[config.mk]
export PLATFORM = sky130hd
export DESIGN_NAME = audio_udp_top
export DESIGN_NICKNAME = d
export VERILOG_FILES = /design/src/design/audio_udp_pkg.sv /design/src/design/audio_udp_top.sv /design/src/design/udp_frame_tx.sv /design/src/design/audio_packer.sv /design/src/design/audio_gate.sv /design/src/design/eth_crc32.sv
export SDC_FILE = /design/constraint.sdc
export NUM_CORES = 1
export LEC_CHECK = 0
export BUFFER_PORTS_ARGS = -buffer_cell sky130_fd_sc_hd__buf_4
export CAP_MARGIN = 20
export CORE_MARGIN = 3
export CORE_UTILIZATION = 60
export DETAILED_ROUTE_END_ITERATION = 8
export PLACE_DENSITY = 0.76
export SLEW_MARGIN = 15
export SYNTH_ARGS = -nofsm -noshare
export SYNTH_HDL_FRONTEND = slang
export SYNTH_SLANG_ARGS = --single-unit
[constraint.sdc]
create_clock -name audio_clk -period 7.75 [get_ports audio_clk]
set_input_delay 0.775 -clock audio_clk [delete_from_list [all_inputs] [get_ports audio_clk]]
set_output_delay 0.775 -clock audio_clk [all_outputs]
set_load 0.05 [all_outputs]
[src/design/audio_udp_pkg.sv]
// audio udp shared definitions
package audio_udp_pkg;

   // ******************************
   // field widths for address parameters
   localparam int MAC_W  = 48;
   localparam int IPV4_W = 32;
   localparam int PORT_W = 16;

   // ******************************
   // frame layout in bytes
   localparam int PREAMBLE_BYTES = 8;    // seven 0x55 then sfd
   localparam int ETH_HDR_BYTES  = 14;   // dst mac, src mac, ethertype
   localparam int IP_HDR_BYTES   = 20;   // no options
   localparam int UDP_HDR_BYTES  = 8;
   localparam int FCS_BYTES      = 4;
   localparam int IFG_BYTES      = 12;   // minimum interframe gap

   // fixed header values
   localparam logic [15:0] ETH_TYPE_IPV4 = 16'h0800;
   localparam logic [7:0]  IP_TTL        = 8'd64;
   localparam logic [7:0]  IP_PROTO_UDP  = 8'd17;

   typedef logic signed [15:0] sample_t;   // one audio sample
   typedef logic [31:0] word_t;            // first sample in [31:16], sent upper byte first

   // transmitter sequence, one state per frame section
   typedef enum logic [2:0] {
      TX_IDLE, TX_PREAMBLE, TX_ETH_HDR, TX_IP_HDR,
      TX_UDP_HDR, TX_PAYLOAD, TX_FCS, TX_GAP
   } tx_state_t;

   // per buffer half
   typedef enum logic [1:0] {
      PKT_FILLING,   // free or taking samples
      PKT_FULL,      // waiting for the transmitter
      PKT_SENDING    // being read out
   } pkt_state_t;

endpackage
[src/design/audio_udp_top.sv]
// audio to udp streamer
`timescale 1ns/1ps

module audio_udp_top import audio_udp_pkg::*; #(
   parameter logic [MAC_W-1:0]  BOARD_MAC   = 48'ha0_b1_c2_d3_e1_e1,
   parameter logic [IPV4_W-1:0] BOARD_IP    = {8'd192, 8'd168, 8'd1, 8'd11},
   parameter logic [MAC_W-1:0]  DES_MAC     = 48'h84_a9_38_bf_c9_a0,
   parameter logic [IPV4_W-1:0] DES_IP      = {8'd192, 8'd168, 8'd1, 8'd10},
   parameter logic [PORT_W-1:0] SRC_PORT    = 16'd1234,
   parameter logic [PORT_W-1:0] DES_PORT    = 16'd1234,
   parameter int                PKT_SAMPLES = 16,    // even, payload of 18 bytes or more
   parameter int                IDLE_LIMIT  = 300
) (
   input  logic        audio_clk,   // also the byte clock
   input  logic        rst_n,
   input  logic        audio_en,
   input  sample_t     audio_data,
   input  logic        key,
   output logic        gmii_tx_en,
   output logic [7:0]  gmii_txd,
   output logic        led,         // low while a frame is out
   output logic [15:0] drop_count
);

   logic        sample_valid;
   sample_t     sample_data;
   logic        stream_on;
   logic        tx_start;
   logic        tx_req;
   word_t       tx_data;
   logic        tx_done;
   logic        crc_init;
   logic        crc_en;
   logic [7:0]  crc_byte;
   logic [31:0] crc_value;
   logic        busy;

   assign led = ~busy;

   // ******************************
   audio_gate #(.IDLE_LIMIT(IDLE_LIMIT)) u_gate (
      .audio_clk(audio_clk), .rst_n(rst_n), .audio_en(audio_en), .audio_data(audio_data),
      .key(key), .sample_valid(sample_valid), .sample_data(sample_data),
      .stream_on(stream_on)
   );

   audio_packer #(.PKT_SAMPLES(PKT_SAMPLES)) u_packer (
      .audio_clk(audio_clk), .rst_n(rst_n), .sample_valid(sample_valid),
      .sample_data(sample_data), .stream_on(stream_on), .tx_start(tx_start),
      .tx_req(tx_req), .tx_data(tx_data), .tx_done(tx_done), .drop_count(drop_count)
   );

   udp_frame_tx #(
      .BOARD_MAC(BOARD_MAC), .BOARD_IP(BOARD_IP), .DES_MAC(DES_MAC), .DES_IP(DES_IP),
      .SRC_PORT(SRC_PORT), .DES_PORT(DES_PORT), .PKT_SAMPLES(PKT_SAMPLES)
   ) u_frame_tx (
      .audio_clk(audio_clk), .rst_n(rst_n), .tx_start(tx_start), .tx_req(tx_req),
      .tx_data(tx_data), .tx_done(tx_done), .crc_init(crc_init), .crc_en(crc_en),
      .crc_byte(crc_byte), .crc_value(crc_value), .gmii_tx_en(gmii_tx_en),
      .gmii_txd(gmii_txd), .busy(busy)
   );

   eth_crc32 u_crc (
      .audio_clk(audio_clk), .rst_n(rst_n), .crc_init(crc_init), .crc_en(crc_en),
      .crc_byte(crc_byte), .crc_value(crc_value)
   );

endmodule

[src/design/udp_frame_tx.sv]
// udp frame transmitter
`timescale 1ns/1ps

module udp_frame_tx import audio_udp_pkg::*; #(
   parameter logic [MAC_W-1:0]  BOARD_MAC   = 48'ha0_b1_c2_d3_e1_e1,
   parameter logic [IPV4_W-1:0] BOARD_IP    = {8'd192, 8'd168, 8'd1, 8'd11},
   parameter logic [MAC_W-1:0]  DES_MAC     = 48'h84_a9_38_bf_c9_a0,
   parameter logic [IPV4_W-1:0] DES_IP      = {8'd192, 8'd168, 8'd1, 8'd10},
   parameter logic [PORT_W-1:0] SRC_PORT    = 16'd1234,
   parameter logic [PORT_W-1:0] DES_PORT    = 16'd1234,
   parameter int                PKT_SAMPLES = 16
) (
   input  logic        audio_clk,
   input  logic        rst_n,
   input  logic        tx_start,
   output logic        tx_req,
   input  word_t       tx_data,
   output logic        tx_done,
   output logic        crc_init,
   output logic        crc_en,
   output logic [7:0]  crc_byte,
   input  logic [31:0] crc_value,
   output logic        gmii_tx_en,
   output logic [7:0]  gmii_txd,
   output logic        busy
);

   localparam int          PAY_BYTES = 2 * PKT_SAMPLES;
   localparam logic [15:0] UDP_LEN   = 16'(UDP_HDR_BYTES + PAY_BYTES);
   localparam logic [15:0] IP_LEN    = 16'(IP_HDR_BYTES + UDP_HDR_BYTES + PAY_BYTES);

   // sum of the header words that never change, id and checksum left out
   localparam logic [31:0] IP_SUM_FIXED = 32'h4500 + 32'(IP_LEN)
      + 32'({IP_TTL, IP_PROTO_UDP})
      + 32'(BOARD_IP[31:16]) + 32'(BOARD_IP[15:0])
      + 32'(DES_IP[31:16]) + 32'(DES_IP[15:0]);

   localparam logic [8*ETH_HDR_BYTES-1:0] ETH_HDR = {DES_MAC, BOARD_MAC, ETH_TYPE_IPV4};
   localparam logic [8*UDP_HDR_BYTES-1:0] UDP_HDR = {SRC_PORT, DES_PORT, UDP_LEN, 16'h0000};

   tx_state_t                 state;
   tx_state_t                 state_nxt;
   logic [15:0]               cnt;        // byte index inside the section
   logic [15:0]               cnt_last;
   logic [15:0]               frame_id;
   logic [15:0]               ip_csum;
   logic [8*IP_HDR_BYTES-1:0] ip_hdr;
   logic [7:0]                tx_byte;

   // ones complement sum with end around carry
   function automatic logic [15:0] ip_checksum(input logic [15:0] id);
      logic [31:0] sum;
      logic [16:0] fold;
      sum  = IP_SUM_FIXED + 32'(id);
      fold = 17'(sum[31:16]) + 17'(sum[15:0]);
      fold = 17'(fold[15:0]) + 17'(fold[16]);   // second carry
      return ~fold[15:0];
   endfunction

   // ******************************
   // section lengths and order
   always_comb begin
      cnt_last  = '0;
      state_nxt = TX_IDLE;
      case (state)
         TX_PREAMBLE: begin
            cnt_last  = 16'(PREAMBLE_BYTES - 1);
            state_nxt = TX_ETH_HDR;
         end
         TX_ETH_HDR: begin
            cnt_last  = 16'(ETH_HDR_BYTES - 1);
            state_nxt = TX_IP_HDR;
         end
         TX_IP_HDR: begin
            cnt_last  = 16'(IP_HDR_BYTES - 1);
            state_nxt = TX_UDP_HDR;
         end
         TX_UDP_HDR: begin
            cnt_last  = 16'(UDP_HDR_BYTES - 1);
            state_nxt = TX_PAYLOAD;
         end
         TX_PAYLOAD: begin
            cnt_last  = 16'(PAY_BYTES - 1);
            state_nxt = TX_FCS;
         end
         TX_FCS: begin
            cnt_last  = 16'(FCS_BYTES - 1);
            state_nxt = TX_GAP;
         end
         TX_GAP: begin
            cnt_last  = 16'(IFG_BYTES - 1);
            state_nxt = TX_IDLE;
         end
         default: ;
      endcase
   end

   always_ff @(posedge audio_clk or negedge rst_n) begin
      if (!rst_n) begin
         state    <= TX_IDLE;
         cnt      <= '0;
         frame_id <= '0;
         ip_csum  <= '0;
      end else if (state == TX_IDLE) begin
         cnt <= '0;
         if (tx_start) begin
            state   <= TX_PREAMBLE;            // first byte next cycle
            ip_csum <= ip_checksum(frame_id);
         end
      end else if (cnt == cnt_last) begin
         state <= state_nxt;
         cnt   <= '0;
         if (state == TX_GAP) begin
            frame_id <= frame_id + 1'b1;       // next ip id
         end
      end else begin
         cnt <= cnt + 1'b1;
      end
   end

   // ******************************
   // byte select
   assign ip_hdr = {8'h45, 8'h00, IP_LEN, frame_id, 16'h0000,   // v4 ihl 5, no df
                    IP_TTL, IP_PROTO_UDP, ip_csum, BOARD_IP, DES_IP};

   always_comb begin
      case (state)
         TX_PREAMBLE: tx_byte = (cnt == 16'(PREAMBLE_BYTES - 1)) ? 8'hd5 : 8'h55;
         TX_ETH_HDR:  tx_byte = ETH_HDR[8*(ETH_HDR_BYTES - 1 - int'(cnt)) +: 8];
         TX_IP_HDR:   tx_byte = ip_hdr[8*(IP_HDR_BYTES - 1 - int'(cnt)) +: 8];
         TX_UDP_HDR:  tx_byte = UDP_HDR[8*(UDP_HDR_BYTES - 1 - int'(cnt)) +: 8];
         TX_PAYLOAD:  tx_byte = tx_data[8*(3 - int'(cnt[1:0])) +: 8];   // upper byte first
         TX_FCS:      tx_byte = crc_value[8*int'(cnt[1:0]) +: 8];       // low byte first
         default:     tx_byte = 8'h00;
      endcase
   end

   assign gmii_txd   = tx_byte;
   assign gmii_tx_en = (state != TX_IDLE) && (state != TX_GAP);

   // crc covers headers and payload only
   assign crc_init = (state == TX_PREAMBLE) && (cnt == '0);
   assign crc_en   = (state inside {TX_ETH_HDR, TX_IP_HDR, TX_UDP_HDR, TX_PAYLOAD});
   assign crc_byte = tx_byte;

   // ask for the next word on the last byte of the current one
   assign tx_req  = (state == TX_PAYLOAD) && (cnt[1:0] == 2'd3)
                    && (cnt != 16'(PAY_BYTES - 1));
   assign tx_done = (state == TX_GAP) && (cnt == 16'(IFG_BYTES - 1));
   assign busy    = (state != TX_IDLE);

endmodule

[src/design/audio_packer.sv]
// audio sample packer
`timescale 1ns/1ps

module audio_packer import audio_udp_pkg::*; #(
   parameter int PKT_SAMPLES = 16
) (
   input  logic        audio_clk,
   input  logic        rst_n,
   input  logic        sample_valid,
   input  sample_t     sample_data,
   input  logic        stream_on,
   output logic        tx_start,
   input  logic        tx_req,
   output word_t       tx_data,
   input  logic        tx_done,
   output logic [15:0] drop_count
);

   localparam int WORDS  = PKT_SAMPLES / 2;     // words per half
   localparam int IDX_W  = $clog2(WORDS);
   localparam int ADDR_W = $clog2(2 * WORDS);

   word_t             mem [2 * WORDS];          // half 0 low, half 1 high
   pkt_state_t        half_st [2];
   logic              wr_half;
   logic              rd_half;                  // half owned by the transmitter
   logic [IDX_W-1:0]  wr_idx;
   logic [IDX_W-1:0]  rd_idx;
   logic              pair_hi;                  // first sample of pair held
   sample_t           first_smp;
   logic              tx_active;                // frame between start and done
   logic              fill_ok;
   logic              drop;
   logic              word_wr;
   logic              half_done;
   logic              start_go;
   logic              start_half;
   logic [ADDR_W-1:0] wr_addr;
   logic [ADDR_W-1:0] rd_addr;

   function automatic logic [ADDR_W-1:0] word_addr(input logic half,
                                                   input logic [IDX_W-1:0] idx);
      return half ? ADDR_W'(WORDS) + ADDR_W'(idx) : ADDR_W'(idx);
   endfunction

   // ******************************
   // write side
   always_comb begin
      fill_ok   = sample_valid && stream_on && (half_st[wr_half] == PKT_FILLING);
      drop      = sample_valid && stream_on && (half_st[wr_half] != PKT_FILLING);
      word_wr   = fill_ok && pair_hi;                             // second of the pair
      half_done = word_wr && (wr_idx == IDX_W'(WORDS - 1));
   end

   // next frame, chained straight off tx_done when the other half waits
   always_comb begin
      start_go   = 1'b0;
      start_half = ~rd_half;
      if (tx_done) begin
         start_go = (half_st[~rd_half] == PKT_FULL);
      end else if (!tx_active) begin
         if (half_st[~rd_half] == PKT_FULL) begin
            start_go = 1'b1;
         end else if (half_st[rd_half] == PKT_FULL) begin
            start_go   = 1'b1;
            start_half = rd_half;
         end
      end
   end

   assign wr_addr = word_addr(wr_half, wr_idx);
   assign rd_addr = start_go ? word_addr(start_half, '0) : word_addr(rd_half, rd_idx);

   // ******************************
   // buffer and read port, word 0 prefetched at start
   always_ff @(posedge audio_clk) begin
      if (fill_ok && !pair_hi) begin
         first_smp <= sample_data;
      end
      if (word_wr) begin
         mem[wr_addr] <= {first_smp, sample_data};
      end
      if (start_go || tx_req) begin
         tx_data <= mem[rd_addr];   // valid the cycle after the request
      end
   end

   always_ff @(posedge audio_clk or negedge rst_n) begin
      if (!rst_n) begin
         half_st[0] <= PKT_FILLING;
         half_st[1] <= PKT_FILLING;
         wr_half    <= 1'b0;
         rd_half    <= 1'b0;
         wr_idx     <= '0;
         rd_idx     <= '0;
         pair_hi    <= 1'b0;
         tx_active  <= 1'b0;
         tx_start   <= 1'b0;
         drop_count <= '0;
      end else begin
         tx_start <= start_go;
         if (!stream_on) begin
            wr_idx  <= '0;   // partial packet thrown away
            pair_hi <= 1'b0;
         end else if (fill_ok) begin
            pair_hi <= ~pair_hi;
            if (half_done) begin
               wr_idx  <= '0;
               wr_half <= ~wr_half;
            end else if (pair_hi) begin
               wr_idx <= wr_idx + 1'b1;
            end
         end
         if (drop) begin
            drop_count <= drop_count + 1'b1;   // both halves busy
         end
         // half ownership
         if (tx_done) begin
            half_st[rd_half] <= PKT_FILLING;
         end
         if (half_done) begin
            half_st[wr_half] <= PKT_FULL;
         end
         if (start_go) begin
            half_st[start_half] <= PKT_SENDING;
            rd_half   <= start_half;
            rd_idx    <= IDX_W'(1);           // word 0 already loaded
            tx_active <= 1'b1;
         end else begin
            if (tx_done) begin
               tx_active <= 1'b0;
            end
            if (tx_req) begin
               rd_idx <= rd_idx + 1'b1;
            end
         end
      end
   end

endmodule

[src/design/audio_gate.sv]
// audio capture gate
`timescale 1ns/1ps

module audio_gate import audio_udp_pkg::*; #(
   parameter int IDLE_LIMIT = 300
) (
   input  logic    audio_clk,
   input  logic    rst_n,
   input  logic    audio_en,      // sample strobe
   input  sample_t audio_data,
   input  logic    key,           // stream request, held high
   output logic    sample_valid,
   output sample_t sample_data,
   output logic    stream_on
);

   localparam int IDLE_W = $clog2(IDLE_LIMIT + 1);

   logic [1:0]        en_dly;     // strobe shift pipe
   sample_t           data_dly [2];
   logic [IDLE_W-1:0] idle_cnt;
   logic              idle_sat;

   // ******************************
   // two cycle delay of strobe and data
   always_ff @(posedge audio_clk or negedge rst_n) begin
      if (!rst_n) begin
         en_dly <= '0;
      end else begin
         en_dly <= {en_dly[0], audio_en};
      end
   end

   always_ff @(posedge audio_clk) begin
      data_dly[0] <= audio_data;
      data_dly[1] <= data_dly[0];   // lines up with en_dly[1]
   end

   assign sample_valid = en_dly[1];
   assign sample_data  = data_dly[1];

   // ******************************
   // idle timer, counts cycles since the last strobe
   assign idle_sat = (idle_cnt == IDLE_W'(IDLE_LIMIT));

   always_ff @(posedge audio_clk or negedge rst_n) begin
      if (!rst_n) begin
         idle_cnt <= IDLE_W'(IDLE_LIMIT);   // idle until the first strobe
      end else if (audio_en) begin
         idle_cnt <= '0;
      end else if (!idle_sat) begin
         idle_cnt <= idle_cnt + 1'b1;       // holds once saturated
      end
   end

   // key held and strobes still coming
   assign stream_on = key && !idle_sat;

endmodule

[src/design/eth_crc32.sv]
// ethernet fcs generator
`timescale 1ns/1ps

module eth_crc32 (
   input  logic        audio_clk,
   input  logic        rst_n,
   input  logic        crc_init,
   input  logic        crc_en,
   input  logic [7:0]  crc_byte,
   output logic [31:0] crc_value
);

   localparam logic [31:0] CRC_POLY = 32'h04c1_1db7;

   logic [31:0] crc_q;

   // one byte, eight shifts of the msb first register
   function automatic logic [31:0] crc_step(input logic [31:0] crc, input logic [7:0] data);
      logic [31:0] c;
      logic        fb;
      c = crc;
      for (int i = 0; i < 8; i++) begin
         fb = c[31] ^ data[i];   // bit 0 goes out on the wire first
         c  = {c[30:0], 1'b0};
         if (fb) begin
            c = c ^ CRC_POLY;
         end
      end
      return c;
   endfunction

   always_ff @(posedge audio_clk or negedge rst_n) begin
      if (!rst_n) begin
         crc_q <= '1;
      end else if (crc_init) begin
         crc_q <= '1;                     // preset all ones
      end else if (crc_en) begin
         crc_q <= crc_step(crc_q, crc_byte);
      end
   end

   // complement and reverse, byte 0 of the fcs in [7:0]
   always_comb begin
      for (int i = 0; i < 32; i++) begin
         crc_value[i] = ~crc_q[31-i];
      end
   end

endmodule

# Yosys cells after proc, flatten, opt, wreduce, memory -nomap -nowiden
# Memories as Yosys holds them, arrays and structs flattened. A register that Yosys moved wholly into a read port is not among the register bits.
# Cells that the tools add are included.
dict set report word_totals {
  n_memories 2
  ramBits 544
  input_bits 20
  elab_cells 245
  mem_bits_ro 0
  latchBits 0
  reg_bits 141
  out_inout_bits 26
}
dict set report op_classes {
  eq_ne 21
  muxes 77
  n_reduce_logical 34
  n_div 0
  magnitude_cmp 7
  shifts 5
  addsub 15
  n_mul 0
  bitwise_logic 66
}
# memory words width read_ports rd_clocked_by_memory_dff write_ports line
set memory_table {}
lappend memory_table {u_packer.mem 16 32 1 1 1 audio_packer.sv:23} ;# word_t mem [2 * WORDS];
lappend memory_table {u_gate.data_dly 2 16 2 0 2 audio_gate.sv:20} ;# sample_t data_dly [2];
# cell n
set ops {}
lappend ops {{two-way mux 32 bit} 16}
lappend ops {{two-way mux 27 bit} 8}
lappend ops {{indexed part select 160 x 32 -> 8 bit} 1}
lappend ops {{NOT 14 bit} 8}
lappend ops {{indexed part select 112 x 32 -> 8 bit (first input constant)} 1}
lappend ops {{indexed part select 64 x 32 -> 8 bit (first input constant)} 1}
lappend ops {{adder 16 x 1 -> 16 bit (second input constant)} 3}
lappend ops {{one-hot mux 8 bit (6 select lines)} 1}
lappend ops {{NOT 1 bit} 37}
lappend ops {{two-way mux 16 bit} 2}
lappend ops {{indexed part select 32 x 32 -> 8 bit} 1}
lappend ops {{indexed part select 32 x 6 -> 8 bit} 1}
lappend ops {{one-hot mux 5 bit (6 select lines)} 1}
lappend ops {{two-way mux 4 bit} 7}
lappend ops {{two-way mux 3 bit} 9}
lappend ops {{two-way mux 2 bit} 12}
lappend ops {{adder 18 x 16 -> 19 bit (first input constant)} 1}
lappend ops {{two-way mux 9 bit} 2}
lappend ops {{one-hot mux 3 bit (6 select lines)} 1}
lappend ops {{adder 16 x 16 -> 17 bit} 1}
lappend ops {{subtractor 3 x 16 -> 17 bit (first input constant)} 1}
lappend ops {{subtractor 4 x 16 -> 17 bit (first input constant)} 1}
lappend ops {{subtractor 5 x 16 -> 17 bit (first input constant)} 1}
lappend ops {{adder 16 x 1 -> 16 bit} 1}
lappend ops {{41 further kinds} 107}

# Logic depth before layout (Yosys ltp)
# Gate-level depths: netlist of the first run.
dict set report depth {
  ltp_word 35
  ltp_mapped 23
  depth_no_buf 22
}

# Cells and area by module
# From an unflattened synthesis of the first run, not the netlist that was laid out.
dict set report hier_totals {
  cells_unflattened 2065
  area_unflattened_um2 31705.4
}
# mod cells_per_inst area_each_um2 instances
set modules_own_cells {}
lappend modules_own_cells {audio_packer 1132 22992.1 1}
lappend modules_own_cells {udp_frame_tx 616 5190.0 1}
lappend modules_own_cells {eth_crc32 214 2203.4 1}
lappend modules_own_cells {audio_gate 102 1316.3 1}
lappend modules_own_cells {audio_udp_top 1 3.8 1}

# Worst setup path after synthesis of the first run
# OpenSTA, ideal clock, no wires.
dict set report synth_path {
  kind {register to register}
  from {reg u_frame_tx.frame_id[5]}
  to {reg u_frame_tx.ip_csum[15]}
  required_ps 7618
  arrival_ps 4411
  synth_period_minus_slack_ps 4544
  path_stages_with_launch 24
  path_buffers 1
  path_slack_ps 3206
  path_cell_list {dfrtp_1 -> clkbuf_1 -> a311o_1 -> a21o_1 -> a21oi_2 -> nor3b_1 -> ha_1 -> inv_1 -> ha_1 -> nor3_2 -> nand2_1 -> nor2_1 -> nand4b_1 -> nor3_1 -> ha_1 -> nor3b_1 -> nor2b_1 -> nand2_1 -> nor2b_1 -> nand4bb_1 -> or4b_1 -> nor3b_2 -> xnor2_1 -> o21ai_1}
}
dict set report synth_via {
  elab_chain_cells 4
}
# element line
set synth_lines {}
lappend synth_lines {{start: declaration} udp_frame_tx.sv:45} ;# logic [15:0] frame_id;
lappend synth_lines {{start signal: assignment} udp_frame_tx.sv:114} ;# frame_id <= frame_id + 1'b1;
lappend synth_lines {{adder 18 x 16 -> 19 bit} udp_frame_tx.sv:54} ;# sum = IP_SUM_FIXED + 32'(id);
lappend synth_lines {{adder 16 x 16 -> 17 bit} udp_frame_tx.sv:55} ;# fold = 17'(sum[31:16]) + 17'(sum[15:0]);
lappend synth_lines {{adder 16 x 1 -> 16 bit} udp_frame_tx.sv:56} ;# fold = 17'(fold[15:0]) + 17'(fold[16]);
lappend synth_lines {{NOT 16 bit} udp_frame_tx.sv:57} ;# return ~fold[15:0];
lappend synth_lines {{end signal: assignment} udp_frame_tx.sv:108} ;# ip_csum <= ip_checksum(frame_id);
lappend synth_lines {{end: declaration} udp_frame_tx.sv:46} ;# logic [15:0] ip_csum;
# No other way between the ends.
# A chain may end at the register's enable or synchronous reset.

# Worst setup path in the final report of the first run
dict set report layout_path {
  from {reg u_frame_tx.frame_id[3]}
  to {reg u_frame_tx.ip_csum[15]}
}
# The elaborated chain is that of the path after synthesis.

==> results_dict.tcl, run 1 <==
set metrics [dict create \
    status "finished, final reports clean" \
    max-vdd-ir-drop_uv 230 \
    dr_total_vias 18200 \
    pin_count 46 \
    via_per_inst 6.44 \
    max_cap_viol_count 0 \
    wl_per_cell_um 24.8 \
    dr.pass1.iters 7 \
    post-route-drc-count 0 \
    pwr-share-clk_pct 45.1 \
    power.switching_mw 1.60 \
    slew_viol_final 0 \
    path_class "reg -> reg" \
    synth_area_leaders "edfxtp_1 (54%), dfrtp_1 (7.2%), mux4_2 (5.7%)" \
    grt-ovfl-total 0 \
    finalHoldViolations 0 \
    place_congestion 0.885 \
    drt_iter0_markers 2084 \
    wl_um 70200 \
    min_period_over_period_pct 67.2 \
    design.die.area_mm2 0.0544 \
    p_sw_share_pct 20.4 \
    hold_buffers 0 \
    seq_area_frac_synth_pct 66.6 \
    ys_warn_count 0 \
    cts_resized 0 \
    initial_core_util_pct 61.3 \
    placement.io_buffers 45 \
    worst_slew_pin_slew_ns 1.13 \
    syn_to_final_growth_pct 10.8 \
    synth_nets 2136 \
    nFillCells 3281 \
    cts_setup_buffers 0 \
    max_clock_freq_mhz 192 \
    clock_path_buffers 3 \
    syn-cell-area_mm2 0.0310 \
    p_int_mw 6.25 \
    combPwrFrac_pct 1.6 \
    final_core_util_pct 67.9 \
    p_leak_nw 11.9 \
    synth_top_flop_cell "edfxtp_1" \
    powerDensity_mw_per_mm2 229 \
    clkLatencyLatePin_ns 0.63 \
    cts_tree "built" \
    grt_pass1_vias 18300 \
    netlist-cell-type-count 92 \
    grt_max_degree 101 \
    finalClockSkew_ns 0.0422 \
    cp-end-kind "flip-flop" \
    path_clk_slew_ns 0.06 \
    antenna_found_initial 0 \
    syn_inst 2086 \
    cp.arrival_ns 5.67 \
    cts_sinks 717 \
    synth_top_area_share_pct 54.3 \
    core_mm2 0.0506 \
    syn_avg_cell_area_um2 14.9 \
    rows 82 \
    period_minus_slack_ns 5.21 \
    die_x_um 233 \
    htree_levels 3 \
    startpoint_type "flip-flop" \
    pwr-share-seq_pct 53.3 \
    die_h_um 233 \
    synthArstFlopShare_pct 17.4 \
    synth-seq-cells 717 \
    grt_use_total_pct 26.3 \
    synth_edf_count 560 \
    finalSetupViolations 0 \
    setup_ws_ns 2.54 \
    yosysTopAreaCell "edfxtp_1" \
    cts_buffers 72 \
    final_nets 2152 \
    grt_first_pass_wirelength_um 108000 \
    crit_fanout 14 \
    hold_class "in -> async" \
    ant_nets 0 \
    cp.required_ns 8.21 \
    ctsRootBufferMaster "clkbuf_16" \
    drive_above_1_share_pct 19.5 \
    fin_setup_tns_ns 0 \
    num_antenna_cells 0 \
    dpl_worst_slack_ns 2.63 \
    rsz0062_at_grt "no" \
    slew_headroom_pct 24.7 \
    dp_hpwl_um 37200 \
]
## path summary, 6_finish.rpt
path | startpoint | to | slack (ns) | cells after the start
setup / recovery | u_frame_tx.frame_id[3] | u_frame_tx.ip_csum[15] | 2.54 | 22
hold / removal | rst_n | u_frame_tx.frame_id[7] | 0.20 | 1
setup reg to reg | u_frame_tx.frame_id[3] | u_frame_tx.ip_csum[15] | 2.54 | 22
hold reg to reg | u_gate.data_dly[0][15] | u_gate.data_dly[0][31] | 0.32 | 0
max in group asynchronous | rst_n | u_frame_tx.cnt[0] | 6.12 | 2
min in group audio_clk | audio_data[14] | u_gate.data_dly[0][14] | 0.25 | 1
## flip-flops by register name (all words and copies together), names as in the netlist
name and flops:
u_packer.wr_half 1, u_packer.half_st 4, u_gate.idle_cnt 9, u_packer.first_smp 16, u_packer.tx_data 32, u_frame_tx.frame_id 16, u_frame_tx.ip_csum 16, u_packer.tx_start 1
u_frame_tx.state 3, u_packer.rd_idx 3, u_packer.rd_half 1, u_packer.drop_count 16, u_packer.tx_active 1, u_packer.mem 512, u_crc.crc_q 32, u_packer.wr_idx 3
u_gate.data_dly 32, u_gate.en_dly 2, u_packer.pair_hi 1, u_frame_tx.cnt 16
## critical path, stage by stage (launching register included)
cell and delay, ns:
dfrtp_1 0.59, a311o_1 0.28, a21o_1 0.20, a21oi_2 0.12
nor3b_1 0.23, ha_1 0.20, inv_1 0.05, ha_1 0.20
nor3_2 0.29, nand2_1 0.14, nor2_1 0.14, nand4b_1 0.19
nor3_1 0.24, ha_1 0.21, nor3b_1 0.30, nor2b_1 0.19
nand2_1 0.09, nor2b_1 0.15, nand4bb_1 0.19, or4b_1 0.61
nor3b_2 0.22, xnor2_1 0.13, o21ai_1 0.07
## cells in the mapped netlist (5+ instances only)
cell type  number
edfxtp_1      560
nand2_1       173
o211ai_1      114
o21ai_0       102
clkbuf_1       91
dfrtp_1        89
nor2_1         88
xnor2_1        88
mux4_2         79
mux2_2         67
a22oi_1        66
xor2_1         61
a21oi_1        46
dfstp_2        36
nand3_1        35
dfxtp_1        32
ha_1           30
inv_1          25
and3_1         23
buf_2          19
nor2b_1        19
nor3_1         19
mux2i_1        18
and2_1         17
nand2b_1       13
nand4_1        13
buf_1          12
o21ai_1        10
nand3b_1        7
nor3b_1         7
nor4_1          6
and4_1          5
buf_4           5
buf_6           5
or2_2           5
## layer usage
layer	track usage (%)	routed length, um
met5	0	0
met4	10.6	2420
met3	4.62	5820
met2	42.0	34100
met1	36.5	27900
## through the flow
step / hold WS, ns / power, mW / cell area, um^2 / cells
after floorplan: 0.310 / 4.33 / 31000 / 2086
after global placement: 0.311 / 4.39 / 31900 / 2698
after detailed placement: 0.312 / 4.39 / 31900 / 2698
after CTS: 0.217 / 7.91 / 34300 / 2830
after global routing: 0.217 / 8.07 / 34300 / 2832
final: 0.205 / 7.86 / 34300 / 2832
## power by group through the flow
stage	Clock (mW)	Combinational, mW	Sequential [mW]
after floorplan	0	0.0232	4.30
after global placement	0	0.121	4.26
after detailed placement	0	0.125	4.27
after CTS	3.60	0.125	4.19
after global routing	3.75	0.130	4.19
final	3.54	0.123	4.19
## layout make-up
class                           instances  area (um^2)  share of cell area (%)
Inverter                               29          109                   0.317
Sequential cell                       717        20600                    60.1
Clock inverter                         34          465                    1.36
Clock buffer                           98         1960                    5.71
Multi-Input combinational cell       1208         9730                    28.3
Timing Repair Buffer                   74          588                    1.71
Tap cell                              672          841                    2.45
## layout by cell type (no fill, tap or decap), types with 32 or more instances in the layout
master / synthesis / routed
xor2_1: 61 / 61
o211ai_1: 114 / 114
dfxtp_1: 32 / 32
o21ai_0: 102 / 102
nand2_1: 173 / 173
mux2_2: 67 / 67
buf_4: 5 / 72
a22oi_1: 66 / 66
dfrtp_1: 89 / 86
dfstp_2: 36 / 36
edfxtp_1: 560 / 560
xnor2_1: 88 / 88
nor2_1: 88 / 88
nand3_1: 35 / 34
clkbuf_16: 0 / 73
a21oi_1: 46 / 46
mux4_2: 79 / 79
## logic make-up (layout without fill, tap and decap cells)
family | Yosys count | after routing | share of synthesized area, %
muxes | 167 | 167 | 8.89
AOI/OAI and AO/OA | 390 | 390 | 8.39
and+or+nand+nor | 454 | 454 | 7.21
xor gates and xnor gates | 167 | 167 | 5.50
DFF | 717 | 717 | 66.6
adders and majority gates | 30 | 30 | 1.21
buffers and inverters | 161 | 235 | 2.21
Power figures use the tool's default switching activity.
==> run 2, diff against run 1 <==
- CORE_UTILIZATION: 60 -> 57
- clock period: 7.75 -> 4.4 ns (I/O delays scaled with it)
==> results_dict.tcl, run 2 (synthesis gave the netlist of run 1 again) <==
set metrics [dict create \
    largest_reg_flops 512 \
    fin_cells 2931 \
    via_per_inst 6.26 \
    largest-register "u_packer.mem" \
    placement.io_buffers 45 \
    htree_levels 3 \
    hold_depth 2 \
    path_clk_slew_ns 0.06 \
    powerDensity_mw_per_mm2 393 \
    grt_pass1_vias 18700 \
    status "finished, final reports clean" \
    wl_per_cell_um 24.6 \
    path_class "reg -> reg" \
    max_cap_viol_count 0 \
    max_clock_freq_mhz 243 \
    finalSetupViolations 0 \
    grt-ovfl-total 0 \
    worst_slew_pin_slew_ns 0.934 \
    hp-start "audio_en" \
    wl_um 72000 \
    cts_tree "built" \
    period_minus_slack_ns 4.11 \
    drt_iter0_markers 1876 \
    r2r-end "u_frame_tx.ip_csum[15]" \
    r2r_start "u_frame_tx.frame_id[1]" \
    initial_core_util_pct 58.3 \
    die_h_um 239 \
    pin_count 46 \
    place_congestion 0.881 \
    final_cell_area_mm2 0.0352 \
    power_mw 13.9 \
    cp.arrival_ns 4.58 \
    rows 84 \
    worst_hold_slack_ns 0.0308 \
    grt_max_degree 80 \
    holdPathEnd "u_gate.idle_cnt[5]" \
    core_mm2 0.0532 \
    cp.required_ns 4.87 \
    finalHoldViolations 0 \
    post-route-drc-count 0 \
    ant_nets 0 \
    drive_above_1_share_pct 22.4 \
    startpoint_type "flip-flop" \
    reg2reg_depth 19 \
    clkLatencyLatePin_ns 0.63 \
    syn_to_final_growth_pct 13.8 \
    placed_area_mm2 0.0325 \
    dpl.cell_count 2773 \
    grt_use_total_pct 25.7 \
    antenna_found_initial 2 \
    min_period_over_period_pct 93.4 \
    dr.pass1.iters 5 \
    final_nets 2232 \
    cts_buffers 73 \
    finalClockSkew_ns 0.0246 \
    setup_ws_ns 0.290 \
    die_x_um 239 \
    design.die.area_mm2 0.0572 \
    crit_fanout 10 \
    dpl_worst_slack_ns 0.0713 \
    dr_total_vias 18300 \
    clock_path_buffers 3 \
    final_core_util_pct 66.3 \
    cts_sinks 717 \
    slew_headroom_pct 37.7 \
    max-vdd-ir-drop_uv 436 \
    hold_class "in -> reg" \
    most-common-layout-cells "edfxtp_1 (560), nand2_1 (171), buf_4 (122)" \
    slew_viol_final 0 \
    fin_setup_tns_ns 0 \
    cp-end-kind "flip-flop" \
    dp_hpwl_um 42000 \
    layout_commonest_cell "edfxtp_1" \
    num_antenna_cells 0 \
    p_leak_nw 12.3 \
    grt_first_pass_wirelength_um 111000 \
    r2r_slack_ns 0.29 \
    ctsRootBufferMaster "clkbuf_16" \
]
[run 2: cell count changes in the layout (fill, tap and decap cells not counted), sizes merged]
cell,delta
dlygate4sd3,+17
inv,+2
clkbuf,+2
clkinvlp,+3
buf,+62
bufinv,-3
[run 2: critical path, cell delays in order (launching register included)]
cell	delay [ns]
dfrtp_2	0.40
buf_4	0.18
ha_1	0.21
a211o_1	0.33
a21o_1	0.24
a21oi_2	0.18
and3_1	0.18
o21a_1	0.12
o21ai_1	0.10
nor3_2	0.20
ha_2	0.21
nor3b_4	0.19
nor2b_4	0.16
nand2_2	0.06
nor2b_1	0.13
nand4bb_1	0.14
or4b_4	0.52
nor3b_2	0.19
xnor2_1	0.14
o21ai_1	0.07
[run 2: report_power, final]
| group | switching [mW] | internal (mW) | total, mW |
|---|---|---|---|
| Sequential | 0.0701 | 7.31 | 7.38 |
| Clock | 2.62 | 3.64 | 6.26 |
| Combinational | 0.145 | 0.0778 | 0.223 |
[run 2: timing repair]
item                       CTS  global route
hold buffers                17             0
hold endpoints to repair    69             0
buffers inserted             0             5
gates resized for setup      0            18
setup endpoints to repair    0             5
[run 2: layout make-up]
cell class | count | area (um^2)
Timing Repair Buffer | 153 | 1370
Inverter | 29 | 109
Tap cell | 688 | 861
Fill cell | 3592 | 17900
Sequential cell | 717 | 20600
Clock inverter | 36 | 397
Clock buffer | 100 | 2070
Multi-Input combinational cell | 1208 | 9800
[run 2: worst max path at each step]
stage                                       from                      to  slack, ns  depth (start not counted)
after CTS                 u_frame_tx.frame_id[1]  u_frame_tx.ip_csum[15]       0.02                         22
final                     u_frame_tx.frame_id[1]  u_frame_tx.ip_csum[15]       0.29                         19
after detailed placement  u_frame_tx.frame_id[1]  u_frame_tx.ip_csum[15]       0.07                         22
after floorplan           u_frame_tx.frame_id[2]  u_frame_tx.ip_csum[15]       0.01                         22
after global placement    u_frame_tx.frame_id[1]  u_frame_tx.ip_csum[15]       0.12                         22
after global routing      u_frame_tx.frame_id[2]  u_frame_tx.ip_csum[15]      -0.04                         22
[run 2: routing by layer]
metal	share of wire, %	global-route usage [%]	routed length [um]	vias to the layer above
met5	0.044	0	32	-
met4	3.5	9.86	2500	4
met3	7.9	5.64	5720	182
met2	48	41.4	34900	823
met1	40	34.8	28900	9224
li1	-	-	-	8116
